[src/design/cart_pkg.sv]
package cart_pkg;

	// ======================================================================
	// Enumerations
	// ======================================================================

	// ROM header setting from the menu
	typedef enum logic [2:0] {
		AUTO            = 3'd0,
		NO_HEADER_LOROM = 3'd1,
		LOROM           = 3'd2,
		HIROM           = 3'd3,
		EXHIROM         = 3'd4
	} rom_layout_e;

	// Power-on work-RAM contents
	typedef enum logic [1:0] {
		PATTERN_9966 = 2'd0,
		PATTERN_00FF = 2'd1,
		FILL_55      = 2'd2,
		FILL_FF      = 2'd3
	} wram_init_e;

	// Download index values, a cartridge only looks at the low six bits
	typedef enum logic [7:0] {
		STREAM_CART  = 8'h00,
		STREAM_CHEAT = 8'hFF
	} dl_stream_e;

	// Backup-RAM transfer state
	typedef enum logic [1:0] {
		BK_IDLE    = 2'd0,
		BK_LOADING = 2'd1,
		BK_SAVING  = 2'd2
	} bk_state_e;

	// ======================================================================
	// Constants
	// ======================================================================

	// Copier header in front of the ROM image
	localparam int HEADER_SKIP = 512;

	localparam int MASK_W  = 24;
	// Strobe, flags, address, compare, replace
	localparam int CHEAT_W = 129;

endpackage

[src/design/download_decoder.sv]
module download_decoder import cart_pkg::*; (
	input  logic       clk_sys,
	input  logic       RESET,
	input  logic       dl_active,
	input  logic [7:0] dl_index,
	input  logic       dl_wr,
	output logic       cart_active,
	output logic       cart_wr,
	output logic       cheat_wr,
	output logic       cart_start,
	output logic       cart_end
);

	localparam logic [7:0] CART_IDX = STREAM_CART;

	logic cart_active_q;

	// Stream classification by index
	assign cart_active = dl_active && (dl_index[5:0] == CART_IDX[5:0]);
	assign cart_wr     = cart_active && dl_wr;
	assign cheat_wr    = dl_active && (dl_index == STREAM_CHEAT) && dl_wr;

	// Edge pulses, one cycle behind the level
	always_ff @(posedge clk_sys) begin
		if (RESET) begin
			cart_active_q <= 1'b0;
			cart_start    <= 1'b0;
			cart_end      <= 1'b0;
		end else begin
			cart_active_q <= cart_active;
			cart_start    <= cart_active && !cart_active_q;
			cart_end      <= !cart_active && cart_active_q;
		end
	end

endmodule

[config.mk]
export PLATFORM = sky130hd
export DESIGN_NAME = download_decoder
export DESIGN_NICKNAME = d
export VERILOG_FILES = /design/src/design/cart_pkg.sv /design/src/design/download_decoder.sv
export SDC_FILE = /design/constraint.sdc
export NUM_CORES = 1
export LEC_CHECK = 0
export ABC_AREA = 1
export BUFFER_PORTS_ARGS = -buffer_cell sky130_fd_sc_hd__buf_2
export CAP_MARGIN = 15
export CORE_AREA = 4 4 41 43
export CTS_CLUSTER_DIAMETER = 40
export DETAILED_ROUTE_END_ITERATION = 16
export DIE_AREA = 0 0 45 47
export GPL_ROUTABILITY_DRIVEN = 0
export MAX_ROUTING_LAYER = met4
export PLACE_DENSITY = 0.37
export SYNTH_ARGS = -nofsm -noshare
export SYNTH_HDL_FRONTEND = slang
export SYNTH_SLANG_ARGS = --single-unit
export TNS_END_PERCENT = 10
[constraint.sdc]
create_clock -name clk_sys -period 0.8 [get_ports clk_sys]
set_clock_uncertainty 0.1 [all_clocks]
set_input_delay 0.12 -clock clk_sys [delete_from_list [all_inputs] [get_ports clk_sys]]
set_output_delay 0.12 -clock clk_sys [all_outputs]
set_load 0.05 [all_outputs]
==> flow_metrics.env, run 1 <==
export IMPL_grt_antenna_before_repair=0
export IMPL_worst_slew_pin_transition_ns=0.146
export IMPL_htree_levels=1
export IMPL_min_delay_path_depth=4
export IMPL_die_area_um2=2120
export IMPL_worst_endpoint_required_ns=0.58
export IMPL_maxCapViolations=0
export IMPL_critPathCaptureType="output pin"
export IMPL_drt_first_pass_iters=1
export IMPL_final_common_cell="buf_6"
export IMPL_start_util_pct=13.5
export IMPL_synth_cells=27
export IMPL_crit_type="input pin to output pin"
export IMPL_routed_wl_um=512
export IMPL_hold_path_end="cart_end"
export IMPL_routedWlPerCell_um=7.21
export IMPL_fmax_ghz=1.04
export IMPL_cp_max_fo=2
export IMPL_layout_setup_ws_ns=-0.162
export IMPL_final_antenna_net_count=0
export IMPL_antenna_cells=0
export IMPL_power_mw=0.539
export IMPL_cts_tree="done"
export IMPL_ys_ff_latch=3
export IMPL_syn_area_per_cell_um2=6.49
export IMPL_mostFrequentLayoutCells="buf_6 (12), inv_2 (7), buf_2 (6)"
export IMPL_die_w_um=45
export IMPL_port_buffer_count=16
export IMPL_rsz0062_at_grt="true"
export IMPL_clk_pin_slew_ns=0.04
export IMPL_hp_class="input pin to flip-flop"
export IMPL_yosysSeqAreaShare_pct=34.3
export IMPL_io_pins=17
export IMPL_place_hpwl_um=379
export IMPL_vias=266
export IMPL_rr_worst_depth=2
export IMPL_slew_headroom_pct=90.3
export IMPL_status="complete, but fails checks"
export IMPL_area_delta_synth_final_pct=184
export IMPL_dp_cells=62
export IMPL_grt_start_max_net_pins=3
export IMPL_fin_nets=69
export IMPL_multi_input_area_um2=123
export IMPL_syn_area_um2=175
export IMPL_rows=13
export IMPL_layout_drive_gt1_share_pct=83.9
export IMPL_grt_ovfl_total=0
export IMPL_grt_pass1_wl_um=924
export IMPL_fin_setup_tns_ns=-0.890
export IMPL_synth_cell_types=10
export IMPL_reg2reg_slack_ns=0.16
export IMPL_critPathLaunchType="input pin"
export IMPL_violations="negative setup slack"
export IMPL_worstSkewPairLatency_ns=0.24
export IMPL_powerDensity_nw_per_um2=1080
export IMPL_vdd_drop_max_mv=0.513
export IMPL_hold_viol_final=0
export IMPL_die_h_um=47
export IMPL_cts_sinks=3
export IMPL_power_leakage_nw=0.262
export IMPL_clk_path_buf_depth=2
export IMPL_fill_cells=150
export IMPL_maxSlewViolCount=0
export IMPL_syn_num_nets=39
export IMPL_r2r_end="cart_end"
export IMPL_drc=0
export IMPL_drt_iter0_markers=0
export IMPL_reg2reg_from="cart_active_q"
export IMPL_yosys_warnings=0
export IMPL_finalCoreUtilization_pct=38.2
export IMPL_ff_latch_area_um2=62.6
export IMPL_core_um2=1300
export IMPL_min_period_ns=0.962
export IMPL_grt_pass1_vias=260
export IMPL_grtUsageTotal_pct=6.68
export IMPL_cts_buffers=3
export IMPL_cts_hold_buf=0
export IMPL_vias_per_cell=3.75
export IMPL_fin_crit_sh_pct=120
export IMPL_setup_violations=7
export IMPL_min_from="RESET"
export IMPL_clock_root_buffer="clkbuf_4"
export IMPL_crit_arrival_ns=0.74
export IMPL_fin_cells=71
==> registers in the layout, indices dropped and copies added (netlist names) <==
| register | cells |
|---|---|
| cart_active_q | 1 |
| cart_start | 1 |
| cart_end | 1 |
==> logic make-up after synthesis <==
family        share of synthesized area, %
simple gates                          46.4
buf+inv                               19.3
flops                                 34.3
==> area by class of cell <==
type                            count  share of cell area [%]
Clock buffer                        4                    5.29
Timing Repair Buffer               25                    46.9
Tap cell                           15                    3.78
Sequential cell                     3                    12.6
Inverter                            9                    6.80
Multi-Input combinational cell     15                    24.7
==> synthesized netlist by cell type <==
| cell type | count | area [µm²] |
|---|---|---|
| inv_1 | 8 | 30.0 |
| dfxtp_1 | 3 | 60.1 |
| nand4_1 | 2 | 12.5 |
| nand2_1 | 5 | 18.8 |
| nor3_1 | 1 | 5.00 |
| nand3_2 | 1 | 10.0 |
| nor2_1 | 1 | 3.75 |
| inv_2 | 1 | 3.75 |
| nand2_2 | 1 | 6.26 |
| nor2_2 | 4 | 25.0 |
==> worst max path at each step <==
stage	startpoint	endpoint	slack, ns	cells past startpoint
final	dl_index[5]	cart_wr	-0.16	7
after global routing	dl_index[5]	cart_wr	-0.21	7
after CTS	dl_index[0]	cart_wr	-0.20	7
after detailed placement	dl_index[5]	cart_wr	-0.30	7
after global placement	dl_index[5]	cart_wr	-0.29	7
after floorplan	dl_index[6]	cheat_wr	-0.15	2
==> timing repair <==
item / CTS / global route
setup endpoints to repair: 5 / 7
pin swaps: 7 / 5
gates cloned: 0 / 0
buffers inserted: 5 / 0
resized for setup: 34 / 1
==> power by group <==
| part | internal, mW | switching, mW | total, mW |
|---|---|---|---|
| clock network | 0.188 | 0.0867 | 0.274 |
| registers | 0.151 | 0.000208 | 0.151 |
| logic | 0.0661 | 0.0476 | 0.114 |
| total | 0.404 | 0.135 | 0.539 |
==> stage by stage <==
step	hold WS (ns)	area, µm²	setup WS [ns]
floorplan	0.185	191	-0.152
global placement	0.287	320	-0.293
detailed placement	0.289	320	-0.302
CTS	0.0451	493	-0.195
global route	0.0687	497	-0.208
finish	0.0528	497	-0.162
==> routing by layer <==
layer | track usage, % | share of wire (%) | vias to the layer above
met5 | - | 0 | -
met4 | 3.51 | 0 | 0
met3 | 4.60 | 14 | 0
met2 | 10.2 | 48 | 17
met1 | 6.33 | 38 | 114
li1 | - | - | 135
==> worst max-delay path, cell delays in order <==
cell     delay [ns]
buf_6          0.09
inv_2          0.04
nand2_2        0.06
nor2_4         0.11
nand2_2        0.08
nor2_4         0.09
buf_8          0.15
Note: power is estimated with default switching activity, not from simulation.
==> run 2, diff against run 1 <==
Clock period 0.8 ns to 1 ns, I/O delays scaled along.
==> flow_metrics.env, run 2 (same netlist as run 1, synthesis figures left out) <==
export IMPL_worst_slew_pin_transition_ns=0.145
export IMPL_antenna_cells=0
export IMPL_fin_crit_sh_pct=103
export IMPL_pre_cts_ws_ns=-0.162
export IMPL_grt_pass1_wl_um=690
export IMPL_mostFrequentLayoutCells="buf_4 (8), inv_2 (6), buf_2 (6), buf_6 (6), nand2_2 (4)"
export IMPL_vias_per_cell=3.69
export IMPL_holdWs_ns=0.0745
export IMPL_vias=251
export IMPL_clk_pin_slew_ns=0.04
export IMPL_violations="negative setup slack"
export IMPL_layout_setup_ws_ns=-0.0291
export IMPL_crit_start="dl_index[5]"
export IMPL_cts_sinks=3
export IMPL_slowest_delay_ns=0.15
export IMPL_drc=0
export IMPL_status="complete, but fails checks"
export IMPL_die_area_um2=2120
export IMPL_maxCapViolations=0
export IMPL_maxSlewViolCount=0
export IMPL_fmax_ghz=0.972
export IMPL_power_leakage_nw=0.242
export IMPL_place_hpwl_um=375
export IMPL_fill_cells=149
export IMPL_path_cells="buf_6 -> inv_2 -> nand2_2 -> nor2_4 -> nand2_2 -> nor2_4 -> buf_8"
export IMPL_grt_start_max_net_pins=3
export IMPL_grtUsageTotal_pct=4.97
export IMPL_io_pins=17
export IMPL_setup_violations=3
export IMPL_vdd_drop_max_mv=0.292
export IMPL_worstSkewPairLatency_ns=0.23
export IMPL_cp_max_fo=2
export IMPL_clk_path_buf_depth=2
export IMPL_hold_path_end="cart_end"
export IMPL_crit_arrival_ns=0.78
export IMPL_min_from="RESET"
export IMPL_reg2reg_slack_ns=0.34
export IMPL_critPathLaunchType="input pin"
export IMPL_port_buffer_count=16
export IMPL_fin_setup_tns_ns=-0.0396
export IMPL_slew_headroom_pct=90.3
export IMPL_grt_antenna_before_repair=0
export IMPL_hp_class="input pin to flip-flop"
export IMPL_die_w_um=45
export IMPL_r2r_end="cart_end"
export IMPL_fin_nets=66
export IMPL_rr_worst_depth=2
export IMPL_die_h_um=47
export IMPL_routedWlPerCell_um=7.25
export IMPL_clock_root_buffer="clkbuf_4"
export IMPL_rows=13
export IMPL_worst_endpoint_required_ns=0.75
export IMPL_htree_levels=1
export IMPL_reg2reg_from="cart_active_q"
export IMPL_min_delay_path_depth=4
export IMPL_routed_wl_um=493
export IMPL_finalCoreUtilization_pct=33.9
export IMPL_cp_slowest_cell="buf_8"
export IMPL_critPathCaptureType="output pin"
export IMPL_grt_ovfl_total=0
export IMPL_final_common_cell="buf_4"
export IMPL_hold_viol_final=0
export IMPL_area_delta_synth_final_pct=152
export IMPL_drt_first_pass_iters=1
export IMPL_grt_pass1_vias=191
export IMPL_layout_drive_gt1_share_pct=77.4
export IMPL_cts_buffers=3
export IMPL_cts_tree="done"
export IMPL_min_period_ns=1.03
export IMPL_final_antenna_net_count=0
export IMPL_start_util_pct=13.5
export IMPL_drt_iter0_markers=0
export IMPL_core_um2=1300
export IMPL_rsz0062_at_grt="true"
export IMPL_reg_top3="cart_active_q x1, cart_end x1, cart_start x1"
export IMPL_crit_type="input pin to output pin"
export IMPL_powerDensity_nw_per_um2=940
-- run 2: changes by cell type in the layout (fill, tap and decap cells not counted) --
cell     before  now
nand3_2       0    1
dfxtp_2       2    0
buf_4         5    8
buf_6        12    6
inv_2         7    6
inv_1         2    3
dfxtp_1       1    3
nand3_4       1    0
-- run 2: metal layers --
| metal | GRT usage, % | wire, µm | up-vias |
|---|---|---|---|
| li1 | - | - | 130 |
| met1 | 4.98 | 181 | 104 |
| met2 | 6.78 | 242 | 17 |
| met3 | 3.45 | 69 | 0 |
| met4 | 3.51 | 0 | 0 |
| met5 | - | 0 | - |
-- run 2: layout make-up --
cell class / instances / area [µm²] / area share (%)
Clock buffer: 4 / 26.3 / 5.95
Inverter: 9 / 33.8 / 7.65
Multi-Input combinational cell: 15 / 115 / 26.1
Sequential cell: 3 / 60.1 / 13.6
Tap cell: 15 / 18.8 / 4.25
Timing Repair Buffer: 22 / 188 / 42.5
-- run 2: worst max-delay path by stage --
| stage | slack [ns] | end | cells after the start |
|---|---|---|---|
| after CTS | -0.07 | cart_wr | 7 |
| after floorplan | -0.01 | cheat_wr | 2 |
| after detailed placement | -0.16 | cart_wr | 7 |
| after global placement | -0.15 | cart_wr | 7 |
| after global routing | -0.06 | cart_wr | 7 |
| final | -0.03 | cart_wr | 7 |
-- run 2: metrics by stage --
| step | instances | area [µm²] | total power, mW |
|---|---|---|---|
| final | 68 | 442 | 0.415 |
| after global routing | 68 | 442 | 0.445 |
| after CTS | 68 | 420 | 0.418 |
| after detailed placement | 62 | 320 | 0.177 |
| after global placement | 62 | 320 | 0.178 |
| after floorplan | 27 | 191 | 0.144 |
-- run 2: repair_timing --
action,CTS,global route
hold buffers,0,0
cloned,0,0
pin swaps,7,5
resized for setup,19,6
buffers inserted,2,0
setup endpoints to repair,5,3
-- run 2: report_power, final --
part	internal, mW	switching [mW]
Clock	0.150	0.0635
Sequential	0.121	0.000137
Combinational	0.0464	0.0347
Total	0.317	0.0984
-- run 2: worst max-delay path, delay by kind of cell --
kind	cells	cell delay [ns]
AND/OR/NAND/NOR	4	0.34
buffers and inverters	3	0.28
==> run 3, diff against run 2 <==
Settings changed: ABC_AREA 1 to not set, PLACE_DENSITY 0.37 to 0.36.
==> flow_metrics.env, run 3 <==
export IMPL_synth_top_area_share_pct=39.0
export IMPL_routed_wl_um=487
export IMPL_hold_path_end="cart_start"
export IMPL_cts_buffers=3
export IMPL_ys_ff_latch=3
export IMPL_min_delay_path_depth=2
export IMPL_layout_drive_gt1_share_pct=71.1
export IMPL_core_um2=1300
export IMPL_ff_latch_area_um2=60.1
export IMPL_synth_flop_cell="dfxtp_1"
export IMPL_holdWs_ns=0.0470
export IMPL_hold_viol_final=0
export IMPL_layout_setup_ws_ns=-0.419
export IMPL_io_pins=17
export IMPL_yosys_warnings=0
export IMPL_routedWlPerCell_um=9.19
export IMPL_grt_start_max_net_pins=4
export IMPL_min_period_ns=1.42
export IMPL_setup_violations=5
export IMPL_vdd_drop_max_mv=0.169
export IMPL_r2r_end="cart_start"
export IMPL_vias_per_cell=4.17
export IMPL_fin_crit_sh_pct=142
export IMPL_finalCoreUtilization_pct=27.0
export IMPL_maxCapViolations=0
export IMPL_clock_root_buffer="clkbuf_4"
export IMPL_power_leakage_nw=0.162
export IMPL_start_util_pct=11.8
export IMPL_final_antenna_net_count=0
export IMPL_worst_endpoint_required_ns=0.75
export IMPL_syn_area_um2=154
export IMPL_maxSlewViolCount=0
export IMPL_yosysTopAreaCell="dfxtp_1"
export IMPL_area_delta_synth_final_pct=128
export IMPL_hp_class="input pin to flip-flop"
export IMPL_reg2reg_slack_ns=0.24
export IMPL_htree_levels=1
export IMPL_synth_edf_count=0
export IMPL_violations="negative setup slack"
export IMPL_clk_path_buf_depth=2
export IMPL_path_cells="buf_6 -> or4b_4 -> nor3_4 -> buf_6"
export IMPL_dp_cells=49
export IMPL_fill_cells=146
export IMPL_crit_type="input pin to output pin"
export IMPL_synth_cells=16
export IMPL_worst_slew_pin_transition_ns=0.182
export IMPL_reg2reg_from="cart_active_q"
export IMPL_cts_setup_buffers=0
export IMPL_grt_ovfl_total=0
export IMPL_rr_worst_depth=1
export IMPL_rows=13
export IMPL_worstSkewPairLatency_ns=0.23
export IMPL_cts_tree="done"
export IMPL_slew_headroom_pct=87.9
export IMPL_async_flop_share_pct=0
export IMPL_antenna_cells=0
export IMPL_cp_max_fo=3
export IMPL_crit_arrival_ns=1.17
export IMPL_grt_antenna_before_repair=0
export IMPL_vias=221
export IMPL_synth_area_leaders="dfxtp_1 (39%), nor4_4 (14%), nor3_1 (9.8%)"
export IMPL_drc=0
export IMPL_critPathLaunchType="input pin"
export IMPL_slowest_delay_ns=0.57
export IMPL_rsz0062_at_grt="true"
export IMPL_clk_pin_slew_ns=0.04
export IMPL_grt_pass1_wl_um=862
export IMPL_fin_cells=53
export IMPL_powerDensity_nw_per_um2=1100
export IMPL_critPathCaptureType="output pin"
export IMPL_die_h_um=47
export IMPL_yosysSeqAreaShare_pct=39.0
export IMPL_cpMostUsedCell="buf_6"
export IMPL_fin_nets=51
export IMPL_synth_cell_types=10
export IMPL_grt_pass1_vias=257
export IMPL_syn_area_per_cell_um2=9.62
export IMPL_drt_iter0_markers=2
export IMPL_min_from="RESET"
export IMPL_multi_input_area_um2=110
export IMPL_cts_sinks=3
export IMPL_die_w_um=45
export IMPL_synthTopCellsByCount="dfxtp_1 (3), nor3_1 (3), inv_1 (2), nand4_1 (2)"
export IMPL_drt_first_pass_iters=2
export IMPL_syn_num_nets=28
export IMPL_die_area_um2=2120
export IMPL_port_buffer_count=16
export IMPL_grtUsageTotal_pct=6.20
export IMPL_final_common_cell="buf_2"
export IMPL_fmax_ghz=0.705
export IMPL_status="complete, but fails checks"
export IMPL_reg_top3="cart_active_q x1, cart_end x1, cart_start x1"
export IMPL_cp_slowest_cell="or4b_4"
export IMPL_mostFrequentLayoutCells="buf_2 (10), buf_6 (5), dfxtp_1 (3), clkbuf_4 (3), buf_4 (3)"
run 3: cell count changes after synthesis, sizes merged:
cell   change
o211a      +1
nand3      -1
nor2       -4
nor3       +2
or4b       +1
or3        +1
nor4       +1
nand2      -5
inv        -7
run 3: how the worst max path moves through the flow:
stage	end	slack [ns]	from
after global placement	cart_wr	-0.51	dl_index[5]
after floorplan	cart_wr	-0.46	dl_index[5]
after detailed placement	cart_wr	-0.52	dl_index[5]
after global routing	cart_wr	-0.45	dl_index[5]
final	cart_wr	-0.42	dl_index[5]
after CTS	cart_wr	-0.42	dl_index[5]
run 3: critical path: cells and delay by family:
| kind | cells | cell delay, ns |
|---|---|---|
| buffers and inverters | 2 | 0.27 |
| and+or+nand+nor | 2 | 0.75 |
run 3: per-layer routing:
layer | GRT usage, % | wire length [µm] | up-vias
met4 | 7.02 | 21 | 0
met5 | - | 0 | -
met3 | 3.07 | 93 | 4
li1 | - | - | 103
met1 | 5.45 | 167 | 95
met2 | 9.04 | 205 | 19
run 3: power breakdown:
part           switching (mW)  internal [mW]
Sequential           0.000201          0.121
Clock                  0.0641          0.150
Combinational          0.0262         0.0275
Total                  0.0905          0.298
run 3: final cells by class:
class	count	share of cell area (%)
Multi-Input combinational cell	11	31.3
Timing Repair Buffer	18	36.7
Inverter	2	2.14
Clock buffer	4	7.47
Tap cell	15	5.34
Sequential cell	3	17.1
run 3: repair_timing:
action,4_1_cts,5_1_grt
setup endpoints to repair,8,7
resized for setup,8,3
gates cloned,0,0
hold buffers,0,0
run 3: kinds of logic after synthesis:
| logic type | Yosys count | share of synthesized area (%) |
|---|---|---|
| compound gates | 1 | 6.50 |
| buf+inv | 2 | 4.88 |
| flops | 3 | 39.0 |
| simple gates | 10 | 49.6 |
run 3: through the flow:
| stage | worst slack (ns) | cell area (µm²) | power [mW] | TNS (ns) |
|---|---|---|---|---|
| 2_1_floorplan | -0.461 | 173 | 0.140 | -1.44 |
| 3_3_place_gp | -0.512 | 287 | 0.171 | -2.10 |
| 3_5_place_dp | -0.517 | 287 | 0.172 | -2.11 |
| 4_1_cts | -0.423 | 339 | 0.399 | -1.13 |
| 5_1_grt | -0.453 | 352 | 0.411 | -1.28 |
| 6_report | -0.419 | 352 | 0.388 | -1.13 |
